--- config.mk ---
export PLATFORM = sky130hd
export DESIGN_NAME = pmp_top
export DESIGN_NICKNAME = d
export VERILOG_FILES = /design/src/common/pmp_pkg.sv /design/src/verilog/pmp_apb_regs.sv /design/src/modulation/pmp_mod_calc.sv /design/src/pwm/pmp_pwm_gen.sv /design/src/verilog/pmp_top.sv
export SDC_FILE = /design/constraint.sdc
export NUM_CORES = 1
export LEC_CHECK = 0
export ABC_AREA = 1
export BUFFER_PORTS_ARGS = -buffer_cell sky130_fd_sc_hd__buf_4
export CAP_MARGIN = 25
export CORE_MARGIN = 3
export CORE_UTILIZATION = 38
export DETAILED_ROUTE_END_ITERATION = 7
export GPL_TIMING_DRIVEN = 0
export PLACE_DENSITY_LB_ADDON = 0.08
export SYNTH_ARGS = -nofsm -noshare
export SYNTH_HDL_FRONTEND = slang
export SYNTH_SLANG_ARGS = --single-unit
export TNS_END_PERCENT = 1
--- constraint.sdc ---
create_clock -name clock -period 48.3 [get_ports clock]
set_input_delay 7.245 -clock clock [delete_from_list [all_inputs] [get_ports clock]]
set_output_delay 7.245 -clock clock [all_outputs]
set_load 0.02 [all_outputs]
--- src/common/pmp_pkg.sv ---
// Register offsets, generator states, control and status bit positions and APB widths
`default_nettype none

package pmp_pkg;

    // Widths of the APB slave port
    localparam int APB_ADDR_WIDTH = 8;
    localparam int APB_DATA_WIDTH = 32;

    // Byte offsets of the register map, one 32-bit word each
    typedef enum logic [APB_ADDR_WIDTH-1:0] {
        REG_CTRL     = 8'h00,
        REG_PERIOD   = 8'h04,
        REG_PHASE    = 8'h08,
        REG_DEADTIME = 8'h0C,
        REG_STATUS   = 8'h10
    } pmp_reg_addr_e;

    // Gate generator state, idle keeps every gate low
    typedef enum logic {
        GEN_IDLE = 1'b0,
        GEN_RUN  = 1'b1
    } pmp_gen_state_e;

    // Control word layout
    // Enable is a level, apply is a self-clearing command bit
    localparam int CTRL_ENABLE_BIT = 0;
    localparam int CTRL_APPLY_BIT  = 1;

    // Status word layout
    // The error bit is sticky until the next good result
    // The loaded bit clears when the status word is read
    localparam int STATUS_CFG_ERR_BIT = 0;
    localparam int STATUS_LOADED_BIT  = 1;

endpackage

`default_nettype wire

--- src/verilog/pmp_apb_regs.sv ---
// APB register block for period, phase, dead time, control and status readback
`timescale 1ns/1ps
`default_nettype none

module pmp_apb_regs #(
    parameter int COUNTER_WIDTH = 16
) (
    input  wire                                  clock,
    input  wire                                  arst_n,
    input  wire  [pmp_pkg::APB_ADDR_WIDTH-1:0]   paddr,
    input  wire                                  psel,
    input  wire                                  penable,
    input  wire                                  pwrite,
    input  wire  [pmp_pkg::APB_DATA_WIDTH-1:0]   pwdata,
    output logic [pmp_pkg::APB_DATA_WIDTH-1:0]   prdata,
    output logic                                 pready,
    output logic                                 pslverr,
    input  wire                                  cfg_err,
    input  wire                                  result_valid,
    input  wire                                  loaded,
    output logic [COUNTER_WIDTH-1:0]             period,
    output logic [COUNTER_WIDTH-1:0]             phase,
    output logic [COUNTER_WIDTH-1:0]             dead_time,
    output logic                                 apply,
    output logic                                 enable
);

    logic                                access;
    logic                                wr_en;
    logic                                rd_en;
    logic                                addr_hit;
    logic                                status_rd;
    logic                                err_flag;
    logic                                loaded_flag;
    logic [pmp_pkg::APB_DATA_WIDTH-1:0]  rd_word;

    // Only the access phase counts, the setup phase is ignored
    assign access = psel && penable;
    // A write or read to an unmapped offset is dropped and flagged
    assign wr_en  = access && pwrite && addr_hit;
    assign rd_en  = access && !pwrite && addr_hit;

    // Zero wait states, so the slave is always ready
    assign pready  = 1'b1;
    assign pslverr = access && !addr_hit;
    // Read data is only presented during a valid read access
    assign prdata  = rd_en ? rd_word : '0;

    assign status_rd = rd_en && (paddr == pmp_pkg::REG_STATUS);

    // Address decode and readback mux
    always_comb begin
        addr_hit = 1'b1;
        rd_word  = '0;
        case (paddr)
            pmp_pkg::REG_CTRL: begin
                // Apply is never stored, so it reads back as zero
                rd_word[pmp_pkg::CTRL_ENABLE_BIT] = enable;
            end
            pmp_pkg::REG_PERIOD:   rd_word[COUNTER_WIDTH-1:0] = period;
            pmp_pkg::REG_PHASE:    rd_word[COUNTER_WIDTH-1:0] = phase;
            pmp_pkg::REG_DEADTIME: rd_word[COUNTER_WIDTH-1:0] = dead_time;
            pmp_pkg::REG_STATUS: begin
                rd_word[pmp_pkg::STATUS_CFG_ERR_BIT] = err_flag;
                rd_word[pmp_pkg::STATUS_LOADED_BIT]  = loaded_flag;
            end
            default: addr_hit = 1'b0;
        endcase
    end

    // Configuration registers, written on the edge closing the access phase
    always_ff @(posedge clock or negedge arst_n) begin
        if (!arst_n) begin
            period    <= '0;
            phase     <= '0;
            dead_time <= '0;
            enable    <= 1'b0;
            apply     <= 1'b0;
        end else begin
            // The apply strobe lasts exactly one cycle
            apply <= wr_en && (paddr == pmp_pkg::REG_CTRL) && pwdata[pmp_pkg::CTRL_APPLY_BIT];
            if (wr_en) begin
                case (paddr)
                    pmp_pkg::REG_CTRL:     enable    <= pwdata[pmp_pkg::CTRL_ENABLE_BIT];
                    pmp_pkg::REG_PERIOD:   period    <= pwdata[COUNTER_WIDTH-1:0];
                    pmp_pkg::REG_PHASE:    phase     <= pwdata[COUNTER_WIDTH-1:0];
                    pmp_pkg::REG_DEADTIME: dead_time <= pwdata[COUNTER_WIDTH-1:0];
                    default: ;
                endcase
            end
        end
    end

    // Status flags
    always_ff @(posedge clock or negedge arst_n) begin
        if (!arst_n) begin
            err_flag    <= 1'b0;
            loaded_flag <= 1'b0;
        end else begin
            // Error sticks until a good result comes back from the calculator
            if (cfg_err) begin
                err_flag <= 1'b1;
            end else if (result_valid) begin
                err_flag <= 1'b0;
            end
            // A new load wins over a simultaneous status read
            if (loaded) begin
                loaded_flag <= 1'b1;
            end else if (status_rd) begin
                loaded_flag <= 1'b0;
            end
        end
    end

endmodule

`default_nettype wire

--- src/modulation/pmp_mod_calc.sv ---
// Three-stage calculator that validates the settings and derives the leg thresholds
`timescale 1ns/1ps
`default_nettype none

module pmp_mod_calc #(
    parameter int COUNTER_WIDTH = 16
) (
    input  wire                      clock,
    input  wire                      arst_n,
    input  wire                      apply,
    input  wire  [COUNTER_WIDTH-1:0] period,
    input  wire  [COUNTER_WIDTH-1:0] phase,
    input  wire  [COUNTER_WIDTH-1:0] dead_time,
    output logic                     result_valid,
    output logic                     cfg_err,
    output logic [COUNTER_WIDTH-1:0] period_out,
    output logic [COUNTER_WIDTH-1:0] half_period,
    output logic [COUNTER_WIDTH-1:0] half_plus_dead,
    output logic [COUNTER_WIDTH-1:0] sec_offset
);

    // The phase reduction is split so that the upper half of the steps
    // runs in stage two and the lower half in stage three
    localparam int SPLIT = COUNTER_WIDTH / 2;
    // Shifted copies of the period need twice the counter width
    localparam int WIDE  = 2 * COUNTER_WIDTH;

    logic                     s1_valid;
    logic [COUNTER_WIDTH-1:0] s1_period;
    logic [COUNTER_WIDTH-1:0] s1_phase;
    logic [COUNTER_WIDTH-1:0] s1_dead;
    logic [COUNTER_WIDTH-1:0] s1_half;
    logic                     s2_valid;
    logic                     s2_ok;
    logic [COUNTER_WIDTH-1:0] s2_period;
    logic [COUNTER_WIDTH-1:0] s2_dead;
    logic [COUNTER_WIDTH-1:0] s2_half;
    logic [COUNTER_WIDTH-1:0] s2_rem;
    logic [WIDE-1:0]          rem_hi;
    logic [WIDE-1:0]          rem_lo;

    // Valid flags follow each request down the three stages
    always_ff @(posedge clock or negedge arst_n) begin
        if (!arst_n) begin
            s1_valid     <= 1'b0;
            s2_valid     <= 1'b0;
            result_valid <= 1'b0;
            cfg_err      <= 1'b0;
        end else begin
            s1_valid     <= apply;
            s2_valid     <= s1_valid;
            // Exactly one of the two answers per request
            result_valid <= s2_valid && s2_ok;
            cfg_err      <= s2_valid && !s2_ok;
        end
    end

    // Upper reduction steps subtract period << k whenever it still fits
    always_comb begin
        rem_hi = WIDE'(s1_phase);
        for (int k = COUNTER_WIDTH - 1; k >= SPLIT; k--) begin
            if (rem_hi >= (WIDE'(s1_period) << k)) begin
                rem_hi = rem_hi - (WIDE'(s1_period) << k);
            end
        end
    end

    // Lower reduction steps finish the modulo in stage three
    always_comb begin
        rem_lo = WIDE'(s2_rem);
        for (int k = SPLIT - 1; k >= 0; k--) begin
            if (rem_lo >= (WIDE'(s2_period) << k)) begin
                rem_lo = rem_lo - (WIDE'(s2_period) << k);
            end
        end
    end

    // Two requests can be in flight in the payload registers
    always_ff @(posedge clock) begin
        // Stage one captures the settings and halves the period
        if (apply) begin
            s1_period <= period;
            s1_phase  <= phase;
            s1_dead   <= dead_time;
            s1_half   <= period >> 1;
        end
        // Stage two checks the settings
        // The partial remainder never exceeds the phase, so its low bits hold it
        if (s1_valid) begin
            s2_period <= s1_period;
            s2_dead   <= s1_dead;
            s2_half   <= s1_half;
            s2_rem    <= rem_hi[COUNTER_WIDTH-1:0];
            s2_ok     <= (s1_period >= COUNTER_WIDTH'(4)) && (s1_dead < s1_half);
        end
        // Stage three only updates the outputs on a good result
        if (s2_valid && s2_ok) begin
            period_out     <= s2_period;
            half_period    <= s2_half;
            half_plus_dead <= s2_half + s2_dead;
            sec_offset     <= rem_lo[COUNTER_WIDTH-1:0];
        end
    end

endmodule

`default_nettype wire

--- src/pwm/pmp_pwm_gen.sv ---
// Period counter, shadow thresholds and two comparator legs driving the four gates
`timescale 1ns/1ps
`default_nettype none

module pmp_pwm_gen #(
    parameter int COUNTER_WIDTH = 16
) (
    input  wire                      clock,
    input  wire                      arst_n,
    input  wire                      enable,
    input  wire                      result_valid,
    input  wire  [COUNTER_WIDTH-1:0] period_out,
    input  wire  [COUNTER_WIDTH-1:0] half_period,
    input  wire  [COUNTER_WIDTH-1:0] half_plus_dead,
    input  wire  [COUNTER_WIDTH-1:0] sec_offset,
    input  wire  [COUNTER_WIDTH-1:0] dead_time,
    output logic                     loaded,
    output logic                     pwm_p_hi,
    output logic                     pwm_p_lo,
    output logic                     pwm_s_hi,
    output logic                     pwm_s_lo
);

    pmp_pkg::pmp_gen_state_e  state;
    logic [COUNTER_WIDTH-1:0] count;
    logic                     pending;
    logic                     sh_valid;
    logic                     wrap;
    logic                     load_now;
    logic [COUNTER_WIDTH-1:0] pos_p;
    logic [COUNTER_WIDTH-1:0] pos_s;
    // Shadow set used by the comparators
    logic [COUNTER_WIDTH-1:0] sh_period, sh_half, sh_hpd, sh_sec, sh_dead;
    // Staging set waiting for the next wrap
    logic [COUNTER_WIDTH-1:0] st_period, st_half, st_hpd, st_sec, st_dead;

    // Position of a leg within the period, offset taken modulo the period
    function automatic logic [COUNTER_WIDTH-1:0] local_pos(
        input logic [COUNTER_WIDTH-1:0] cnt,
        input logic [COUNTER_WIDTH-1:0] offset,
        input logic [COUNTER_WIDTH-1:0] per
    );
        // Both branches stay below the period, so the sum cannot overflow
        if (cnt >= offset) begin
            return cnt - offset;
        end
        return cnt + per - offset;
    endfunction

    assign wrap     = (state == pmp_pkg::GEN_RUN) && (count == sh_period - COUNTER_WIDTH'(1));
    // Idle loads at once, a running generator only at the end of a period
    assign load_now = (result_valid || pending) && ((state == pmp_pkg::GEN_IDLE) || wrap);
    assign pos_p    = local_pos(count, '0, sh_period);
    assign pos_s    = local_pos(count, sh_sec, sh_period);

    always_ff @(posedge clock or negedge arst_n) begin
        if (!arst_n) begin
            state    <= pmp_pkg::GEN_IDLE;
            count    <= '0;
            pending  <= 1'b0;
            sh_valid <= 1'b0;
            loaded   <= 1'b0;
            pwm_p_hi <= 1'b0;
            pwm_p_lo <= 1'b0;
            pwm_s_hi <= 1'b0;
            pwm_s_lo <= 1'b0;
        end else begin
            loaded <= load_now;
            if (load_now) begin
                pending  <= 1'b0;
                sh_valid <= 1'b1;
            end else if (result_valid) begin
                pending <= 1'b1;
            end
            // The counter always restarts from zero on entry to GEN_RUN
            case (state)
                pmp_pkg::GEN_IDLE: begin
                    count <= '0;
                    if (enable && sh_valid) begin
                        state <= pmp_pkg::GEN_RUN;
                    end
                end
                default: begin
                    if (!enable) begin
                        state <= pmp_pkg::GEN_IDLE;
                        count <= '0;
                    end else begin
                        count <= wrap ? '0 : count + COUNTER_WIDTH'(1);
                    end
                end
            endcase
            // Registered gates, forced low whenever the leg is not running
            if ((state == pmp_pkg::GEN_RUN) && enable) begin
                pwm_p_hi <= (pos_p >= sh_dead) && (pos_p < sh_half);
                pwm_p_lo <= (pos_p >= sh_hpd) && (pos_p < sh_period);
                pwm_s_hi <= (pos_s >= sh_dead) && (pos_s < sh_half);
                pwm_s_lo <= (pos_s >= sh_hpd) && (pos_s < sh_period);
            end else begin
                pwm_p_hi <= 1'b0;
                pwm_p_lo <= 1'b0;
                pwm_s_hi <= 1'b0;
                pwm_s_lo <= 1'b0;
            end
        end
    end

    // Threshold payload, a fresh result bypasses the staging set
    always_ff @(posedge clock) begin
        if (result_valid && !load_now) begin
            st_period <= period_out;
            st_half   <= half_period;
            st_hpd    <= half_plus_dead;
            st_sec    <= sec_offset;
            st_dead   <= dead_time;
        end
        if (load_now) begin
            sh_period <= result_valid ? period_out     : st_period;
            sh_half   <= result_valid ? half_period    : st_half;
            sh_hpd    <= result_valid ? half_plus_dead : st_hpd;
            sh_sec    <= result_valid ? sec_offset     : st_sec;
            sh_dead   <= result_valid ? dead_time      : st_dead;
        end
    end

endmodule

`default_nettype wire

--- src/verilog/pmp_top.sv ---
// Top level joining the APB registers, the modulation calculator and the gate generator
`timescale 1ns/1ps
`default_nettype none

module pmp_top #(
    parameter int COUNTER_WIDTH = 16
) (
    input  wire                                  clock,
    input  wire                                  arst_n,
    input  wire  [pmp_pkg::APB_ADDR_WIDTH-1:0]   paddr,
    input  wire                                  psel,
    input  wire                                  penable,
    input  wire                                  pwrite,
    input  wire  [pmp_pkg::APB_DATA_WIDTH-1:0]   pwdata,
    output logic [pmp_pkg::APB_DATA_WIDTH-1:0]   prdata,
    output logic                                 pready,
    output logic                                 pslverr,
    output logic                                 pwm_p_hi,
    output logic                                 pwm_p_lo,
    output logic                                 pwm_s_hi,
    output logic                                 pwm_s_lo
);

    // Raw settings and strobes from the register block
    wire [COUNTER_WIDTH-1:0] period, phase, dead_time;
    wire                     apply, enable;
    // Calculator answers
    wire                     result_valid, cfg_err;
    wire [COUNTER_WIDTH-1:0] period_out, half_period, half_plus_dead, sec_offset;
    // Load acknowledge from the generator back to the status word
    wire                     loaded;

    pmp_apb_regs #(.COUNTER_WIDTH(COUNTER_WIDTH)) u_regs (
        .clock(clock), .arst_n(arst_n),
        .paddr(paddr), .psel(psel), .penable(penable), .pwrite(pwrite), .pwdata(pwdata),
        .prdata(prdata), .pready(pready), .pslverr(pslverr),
        .cfg_err(cfg_err), .result_valid(result_valid), .loaded(loaded),
        .period(period), .phase(phase), .dead_time(dead_time),
        .apply(apply), .enable(enable)
    );

    pmp_mod_calc #(.COUNTER_WIDTH(COUNTER_WIDTH)) u_calc (
        .clock(clock), .arst_n(arst_n), .apply(apply),
        .period(period), .phase(phase), .dead_time(dead_time),
        .result_valid(result_valid), .cfg_err(cfg_err),
        .period_out(period_out), .half_period(half_period),
        .half_plus_dead(half_plus_dead), .sec_offset(sec_offset)
    );

    // Dead time comes straight from the register block and is latched with each result
    pmp_pwm_gen #(.COUNTER_WIDTH(COUNTER_WIDTH)) u_gen (
        .clock(clock), .arst_n(arst_n), .enable(enable), .result_valid(result_valid),
        .period_out(period_out), .half_period(half_period),
        .half_plus_dead(half_plus_dead), .sec_offset(sec_offset), .dead_time(dead_time),
        .loaded(loaded),
        .pwm_p_hi(pwm_p_hi), .pwm_p_lo(pwm_p_lo), .pwm_s_hi(pwm_s_hi), .pwm_s_lo(pwm_s_lo)
    );

endmodule

`default_nettype wire

Yosys cells after proc, flatten, opt, wreduce, memory -nomap -nowiden
Index checks and enable logic that the tools add are counted.
{ "totals": {"ff_bits": 428, "inputBits": 45, "out_inout_bits": 38, "wordCells": 183} }
{ "classes": {"addsub": 22, "order_cmp": 28, "n_eq_ne": 5, "muxes": 48, "bitwise_logic": 1, "n_reduce_logical": 36} }
{ "op_table": {"columns": ["op", "n"], "rows": [
  ["$mux 32", 14],
  ["$mux 16", 14],
  ["$ge 16x16->1", 5],
  ["$sub 16x16->16", 4],
  ["$lt 16x15->1", 3],
  ["$pmux 14 s3", 1],
  ["$ge 32x16->1", 1],
  ["$ge 32x17->1", 1],
  ["$ge 32x18->1", 1],
  ["$ge 32x19->1", 1],
  ["$ge 32x20->1", 1],
  ["$ge 32x21->1", 1],
  ["$ge 32x22->1", 1],
  ["$ge 32x24->1", 1],
  ["$ge 32x25->1", 1],
  ["$ge 32x26->1", 1],
  ["$ge 32x27->1", 1],
  ["$ge 32x28->1", 1],
  ["$ge 32x29->1", 1],
  ["$ge 32x30->1", 1],
  ["$lt 16x16->1", 2],
  ["$sub 16x31->32", 1],
  ["$sub 32x17->32", 1],
  ["$sub 32x18->32", 1],
  ["35 further kinds", 80]
]} }

Logic depth before layout (Yosys ltp)
{ "logic_depth": {"ltp_word": 16, "mapped_depth": 149, "mapped_depth_nobuf": 136} }

Cells and area by module
A second synthesis with hierarchy kept.
{ "unflattened": {"cells_unflattened": 4839, "hier_area_um2": 36418.7} }
{ "modules_own_cells": {"columns": ["mod", "n_inst", "cells_each", "area_per_inst_um2", "seq_area_each_um2"], "rows": [
  ["pmp_mod_calc", 1, 3013, 20943.8, 4454.3],
  ["pmp_pwm_gen", 1, 1460, 12689.7, 5405.2],
  ["pmp_apb_regs", 1, 366, 2785.2, 1301.2]
]} }

Least setup slack after synthesis
OpenSTA, ideal clock, no wires.
{ "synth_timing": {"kind": "register to register", "start": "register u_calc.s2_period[1]", "end": "register u_calc.sec_offset[12] (data pin)", "t_arrival_ns": 20.234, "t_required_ns": 48.047, "path_slack_ns": 27.813, "path_stages_with_launch": 138, "path_buffers": 14, "synth_period_minus_slack_ns": 20.487, "path_cell_list": "edfxtp_1 > inv_1 > ha_1 > nand2_1 > nor2_2 > and2_2 > nand2_1 > nand4_2 > nand2_1 > clkbuf_1 > o21ai_0 > fa_1 > nand2_1 > nand2_1 > nand2_1 > nand3_1 > a21oi_4 > nand4_4 > [102 not listed] > buf_2 > o21ai_1 > fa_1 > a21oi_1 > o21bai_1 > a21oi_1 > nor3_1 > a2111oi_0 > o21ai_0 > o211ai_1 > nand3b_1 > nor2_1 > nand3_2 > nor2_4 > nand3_4 > buf_6 > nand2_1 > nand2_1"} }
{ "synth_via": {"elab_chain_len": 16, "word_cells_on_any_way": 24} }
{ "synth_rtl": {"columns": ["element", "line", "source"], "rows": [
  ["start: declaration", "pmp_mod_calc.sv:35", "logic [COUNTER_WIDTH-1:0] s2_period;"],
  ["start signal: assignment", "pmp_mod_calc.sv:90", "s2_period <= s1_period;"],
  ["$sub 16x23->24 / $ge 16x23->1 (equally long branches)", "pmp_mod_calc.sv:73, pmp_mod_calc.sv:72", null],
  ["$mux 32", "pmp_mod_calc.sv:72", "if (rem_lo >= (WIDE'(s2_period) << k)) begin"],
  ["$sub 32x22->32 / $ge 32x22->1 (equally long branches)", "pmp_mod_calc.sv:73, pmp_mod_calc.sv:72", null],
  ["$mux 32", "pmp_mod_calc.sv:72", null],
  ["$sub 32x21->32 / $ge 32x21->1 (equally long branches)", "pmp_mod_calc.sv:73, pmp_mod_calc.sv:72", null],
  ["$mux 32", "pmp_mod_calc.sv:72", null],
  ["$sub 32x20->32 / $ge 32x20->1 (equally long branches)", "pmp_mod_calc.sv:73, pmp_mod_calc.sv:72", null],
  ["$mux 32", "pmp_mod_calc.sv:72", null],
  ["$sub 32x19->32 / $ge 32x19->1 (equally long branches)", "pmp_mod_calc.sv:73, pmp_mod_calc.sv:72", null],
  ["$mux 32", "pmp_mod_calc.sv:72", null],
  ["$sub 32x18->32 / $ge 32x18->1 (equally long branches)", "pmp_mod_calc.sv:73, pmp_mod_calc.sv:72", null],
  ["$mux 32", "pmp_mod_calc.sv:72", null],
  ["$sub 32x17->32 / $ge 32x17->1 (equally long branches)", "pmp_mod_calc.sv:73, pmp_mod_calc.sv:72", null],
  ["$mux 32", "pmp_mod_calc.sv:72", null],
  ["$ge 32x16->1 / $sub 16x16->16 (equally long branches)", "pmp_mod_calc.sv:72, pmp_mod_calc.sv:73", null],
  ["$mux 16 (*)", "pmp_mod_calc.sv:72", null],
  ["named net u_calc.rem_lo[12]", "pmp_mod_calc.sv:40", "logic [WIDE-1:0] rem_lo;"],
  ["end signal: assignment", "pmp_mod_calc.sv:101", "sec_offset <= rem_lo[COUNTER_WIDTH-1:0];"],
  ["end: declaration", "pmp_mod_calc.sv:19", "output logic [COUNTER_WIDTH-1:0] sec_offset"]
]} }
The timed path passes the listed nets; every way through them passes the cells marked *.
A chain may end at the register's enable or synchronous reset.

Worst setup path in the final report
{ "layout_timing": {"start": "register u_calc.s2_period[1]", "end": "register u_calc.sec_offset[14] (data pin)"} }
The elaborated chain is that of the path after synthesis.

==> run_results.csv <==
group,metric,value,unit
timing,slew_headroom,39.10,%
routing,drc,0,
clocking,clk_path_buf_depth,3,
run,cap_violations,0,
worst_hold_path,holdCritPathClass,"register to register",
critical_path,crit_buf_inv,28,
logic_synthesis,synth-adder-area-share,16.95,%
global_route,grt_max_degree,67,
routing,ant_nets,0,
logic_synthesis,synth_mux_area_share,0.2659,%
logic_synthesis,synthTopCellsByArea,"edfxtp_1 (24%), ha_1 (16%), nand2_1 (12%)",
routing,drt-initial-drc-count,1652,
timing,fin_ws,22880,ps
logic_synthesis,yosysTopAreaCell,"edfxtp_1",
critical_path,slowest_delay,690,ps
logic_synthesis,synthArstFlopShare,22.66,%
clocking,cts_tree,"done",
critical_path,startpoint,"u_calc.s2_period[1]",
logic_synthesis,synth_xor_area_share,7.495,%
clocking,post_cts_buffers,0,
routing,viasPerCell,5.043,
logic_synthesis,synth-simple-area-share,23.76,%
critical_path,setup.worst_path.end_class,"register",
logic_synthesis,syn_area_per_cell,7.599,um2
timing,rsz0062_at_grt,"false",
routing,wirelength,100600,um
critical_path,cp_data_required_time,48610,ps
critical_path,r2r_slack,22880,ps
layout,layout-drive-gt1-share,5.891,%
timing,finalSetupTns,0,ps
die,die_area,94050,um2
die,core,89060,um2
critical_path,r2r-start,"u_calc.s2_period[1]",
timing,hold_violations,0,
timing,fin_crit,25420,ps
timing,clock.fmax,39.34,MHz
power_and_ir_drop,leakagePower,18.72,nW
critical_path,critPathLaunchType,"register",
critical_path,worstSetupPathType,"register to register",
clocking,numCtsBuffers,40,
clocking,cts-htree-levels,2,
clocking,cts_root_buffer,"clkbuf_16",
logic_synthesis,ys_ff_latch,353,
global_route,grt.overflow.total,0,
clocking,worstSkewPairLatency,580,ps
power_and_ir_drop,p_per_area,17.00,nW/um2
logic_synthesis,synth-seq-area-share,29.69,%
die,die_x,306.7,um
clocking,cts.repair.resized,0,
timing,slew_viol_final,0,
power_and_ir_drop,p_switching,0.1370,mW
global_route,grt_pass1_vias,28460,
die,rows,109,
timing,tightest_slew,890.5,ps
logic_synthesis,synth_top_family_by_area,"simple AND/OR/NAND/NOR gates",
layout,nets,5135,
logic_synthesis,synth.top_cell.area_share,23.86,%
power_and_ir_drop,power.share.switching,21.34,%
layout,n_antenna_cell,0,
placement,gp_congestion,0.8483,
power_and_ir_drop,p_int,0.5052,mW
die,start_util,38.58,%
clocking,hold_buffers,0,
critical_path,path_delay_family,"compound AO/OA/AOI/OAI gates",
logic_synthesis,ys_warn_count,0,
routing,vias,29420,
global_route,grt_pass1_wl,158000,um
critical_path,critPathArrivalTime,25720,ps
critical_path,endpoint,"u_calc.sec_offset[14]",
routing,post_drt_wl_per_cell,17.25,um
power_and_ir_drop,peakVddDrop,0.00002438,V
logic_synthesis,syn_inst,4521,
run_status,outcome,"completed",
logic_synthesis,synthesis.area,34360,um2
layout,regArea,10200,um2
power_and_ir_drop,pwr-share-seq,50.4,%
clocking,cts.sinks,353,
layout,fillers,9182,
placement,io_buffers,49,
logic_synthesis,synth-main-ff-cell,"edfxtp_1",
layout,multiInputGateArea,21510,um2
critical_path,cp_num_cells,134,
timing,finalCritPeriodShare,52.63,%
timing,setup_violations,0,
critical_path,cp_max_fo,14,
die,io_pins,83,
routing,firstDrtPassIters,7,
placement,dp_slack,22760,ps
logic_synthesis,synth_compound_gate_area_share,13.93,%
logic_synthesis,ys_top_cells_by_count,"nand2_1 (1,107), inv_1 (576), ha_1 (435)",
global_route,grtUsageTotal,21.19,%
power_and_ir_drop,clockPowerShare,48.2,%
global_route,antenna_found_initial,0,
logic_synthesis,synth_most_common_cell,"nand2_1",
critical_path,crit-reg2reg-capture,"u_calc.sec_offset[14]",
placement,dp_hpwl,82880,um
logic_synthesis,yosysUniqueCellTypes,71,
timing,finalClockSkew,27.49,ps
critical_path,reg2reg_depth,134,
die,die_h,306.7,um
power_and_ir_drop,combPwrFrac,1.4,%
critical_path,crit_top_cell,"nand2_1",
critical_path,slowest_stage,"inv_1",
logic_synthesis,synth_edf_count,273,
clocking,clk_pin_slew,60,ps
layout,area_growth,9.961,%
## metrics by stage
stage / instances / util (%) / power (mW) / hold slack (ps) / instance area (um2)
after floorplan: 4536 / - / 0.3341 / 401.5 / 34410
after global placement: 5750 / 40.69 / 0.3387 / 420.3 / 36240
after detailed placement: 5757 / 40.86 / 0.3391 / 428.1 / 36390
after CTS: 5831 / 42.38 / 0.6505 / 441.5 / 37740
after global routing: 5833 / 42.42 / 0.6629 / 452.2 / 37780
final: 5833 / 42.42 / 0.6422 / 436.6 / 37780
## registers in the layout, summed over array words and instances, names as in the netlist, 16 cells and up
name and cells:
u_calc.s2_rem 16, u_calc.s1_dead 16, u_calc.half_plus_dead 16, u_gen.sh_period 16, u_regs.dead_time 16, u_gen.st_dead 16, u_gen.sh_sec 16, u_gen.sh_dead 16
u_regs.period 16, u_gen.st_sec 16, u_gen.count 16, u_calc.s1_period 16, u_calc.s2_period 16, u_calc.s1_phase 16, u_calc.period_out 16, u_regs.phase 16
u_gen.sh_hpd 16, u_calc.sec_offset 16, u_calc.s2_dead 16, u_gen.st_period 16, u_gen.st_hpd 16
## worst reg2reg max path, delay by kind of cell, from the launching register on
kind | cells | cell delay (ps)
adder cells (fa/ha/maj) | 8 | 3140
flip-flops | 1 | 630
AO/OA/AOI/OAI | 40 | 8220
AND/OR/NAND/NOR | 58 | 6840
buffers and inverters | 28 | 6320
## power groups by stage
stage          Sequential (mW)  Combinational (mW)  Clock [mW]
6_report                 0.324             0.00885       0.310
5_1_grt                  0.324             0.00981       0.329
4_1_cts                  0.324             0.00897       0.318
3_5_place_dp             0.330             0.00896           0
3_3_place_gp             0.330             0.00860           0
2_1_floorplan            0.330             0.00408           0
## worst min path at each step
stage                               startpoint               to  slack, ps  cells past startpoint
after floorplan                   u_calc.s2_ok   u_calc.cfg_err        400                      1
after global placement          u_calc.cfg_err  u_regs.err_flag        420                      1
after detailed placement        u_calc.cfg_err  u_regs.err_flag        430                      1
after CTS                       u_calc.cfg_err  u_regs.err_flag        440                      1
after global routing            u_calc.cfg_err  u_regs.err_flag        450                      1
final                     u_calc.sec_offset[2]  u_gen.st_sec[2]        440                      0
## logic make-up after synthesis
family          count (synthesis)
compound gates                846
xor+xnor                      294
fa+ha+maj                     454
buf+inv                       687
flops                         353
mux                             9
other cells                     2
simple gates                 1876
## final cells by class
cell class | instances | share of cell area [%]
repair buffers | 58 | 1.437
plain buffers | 90 | 1.239
clock inverters | 29 | 0.8545
flip-flops and latches | 353 | 27.01
clock buffers | 45 | 2.726
inverters | 597 | 5.938
well taps | 1165 | 3.859
multi-input cells | 3496 | 56.94
## metal layers
layer  global-route usage, %  part of all wire [%]
met1                   28.23                    47
met2                   37.20                    48
met3                   1.577                   2.6
met4                   5.524                   2.5
met5                       0                     0
## cells in the final DEF, fill, tap and decap left out, drive strengths merged, types with 39 or more instances in the layout
cell / Yosys / routed
o21bai: 48 / 48
nand4: 75 / 75
dfrtp: 80 / 80
clkbuf: 51 / 97
edfxtp: 273 / 273
ha: 435 / 435
nor3: 39 / 39
nand3: 250 / 250
buf: 39 / 96
xnor2: 119 / 119
a21oi: 330 / 330
xor2: 175 / 175
nand2: 1124 / 1124
o21ai: 327 / 327
inv: 595 / 596
nor2: 326 / 326
Note: power is estimated with default switching activity, not from simulation.
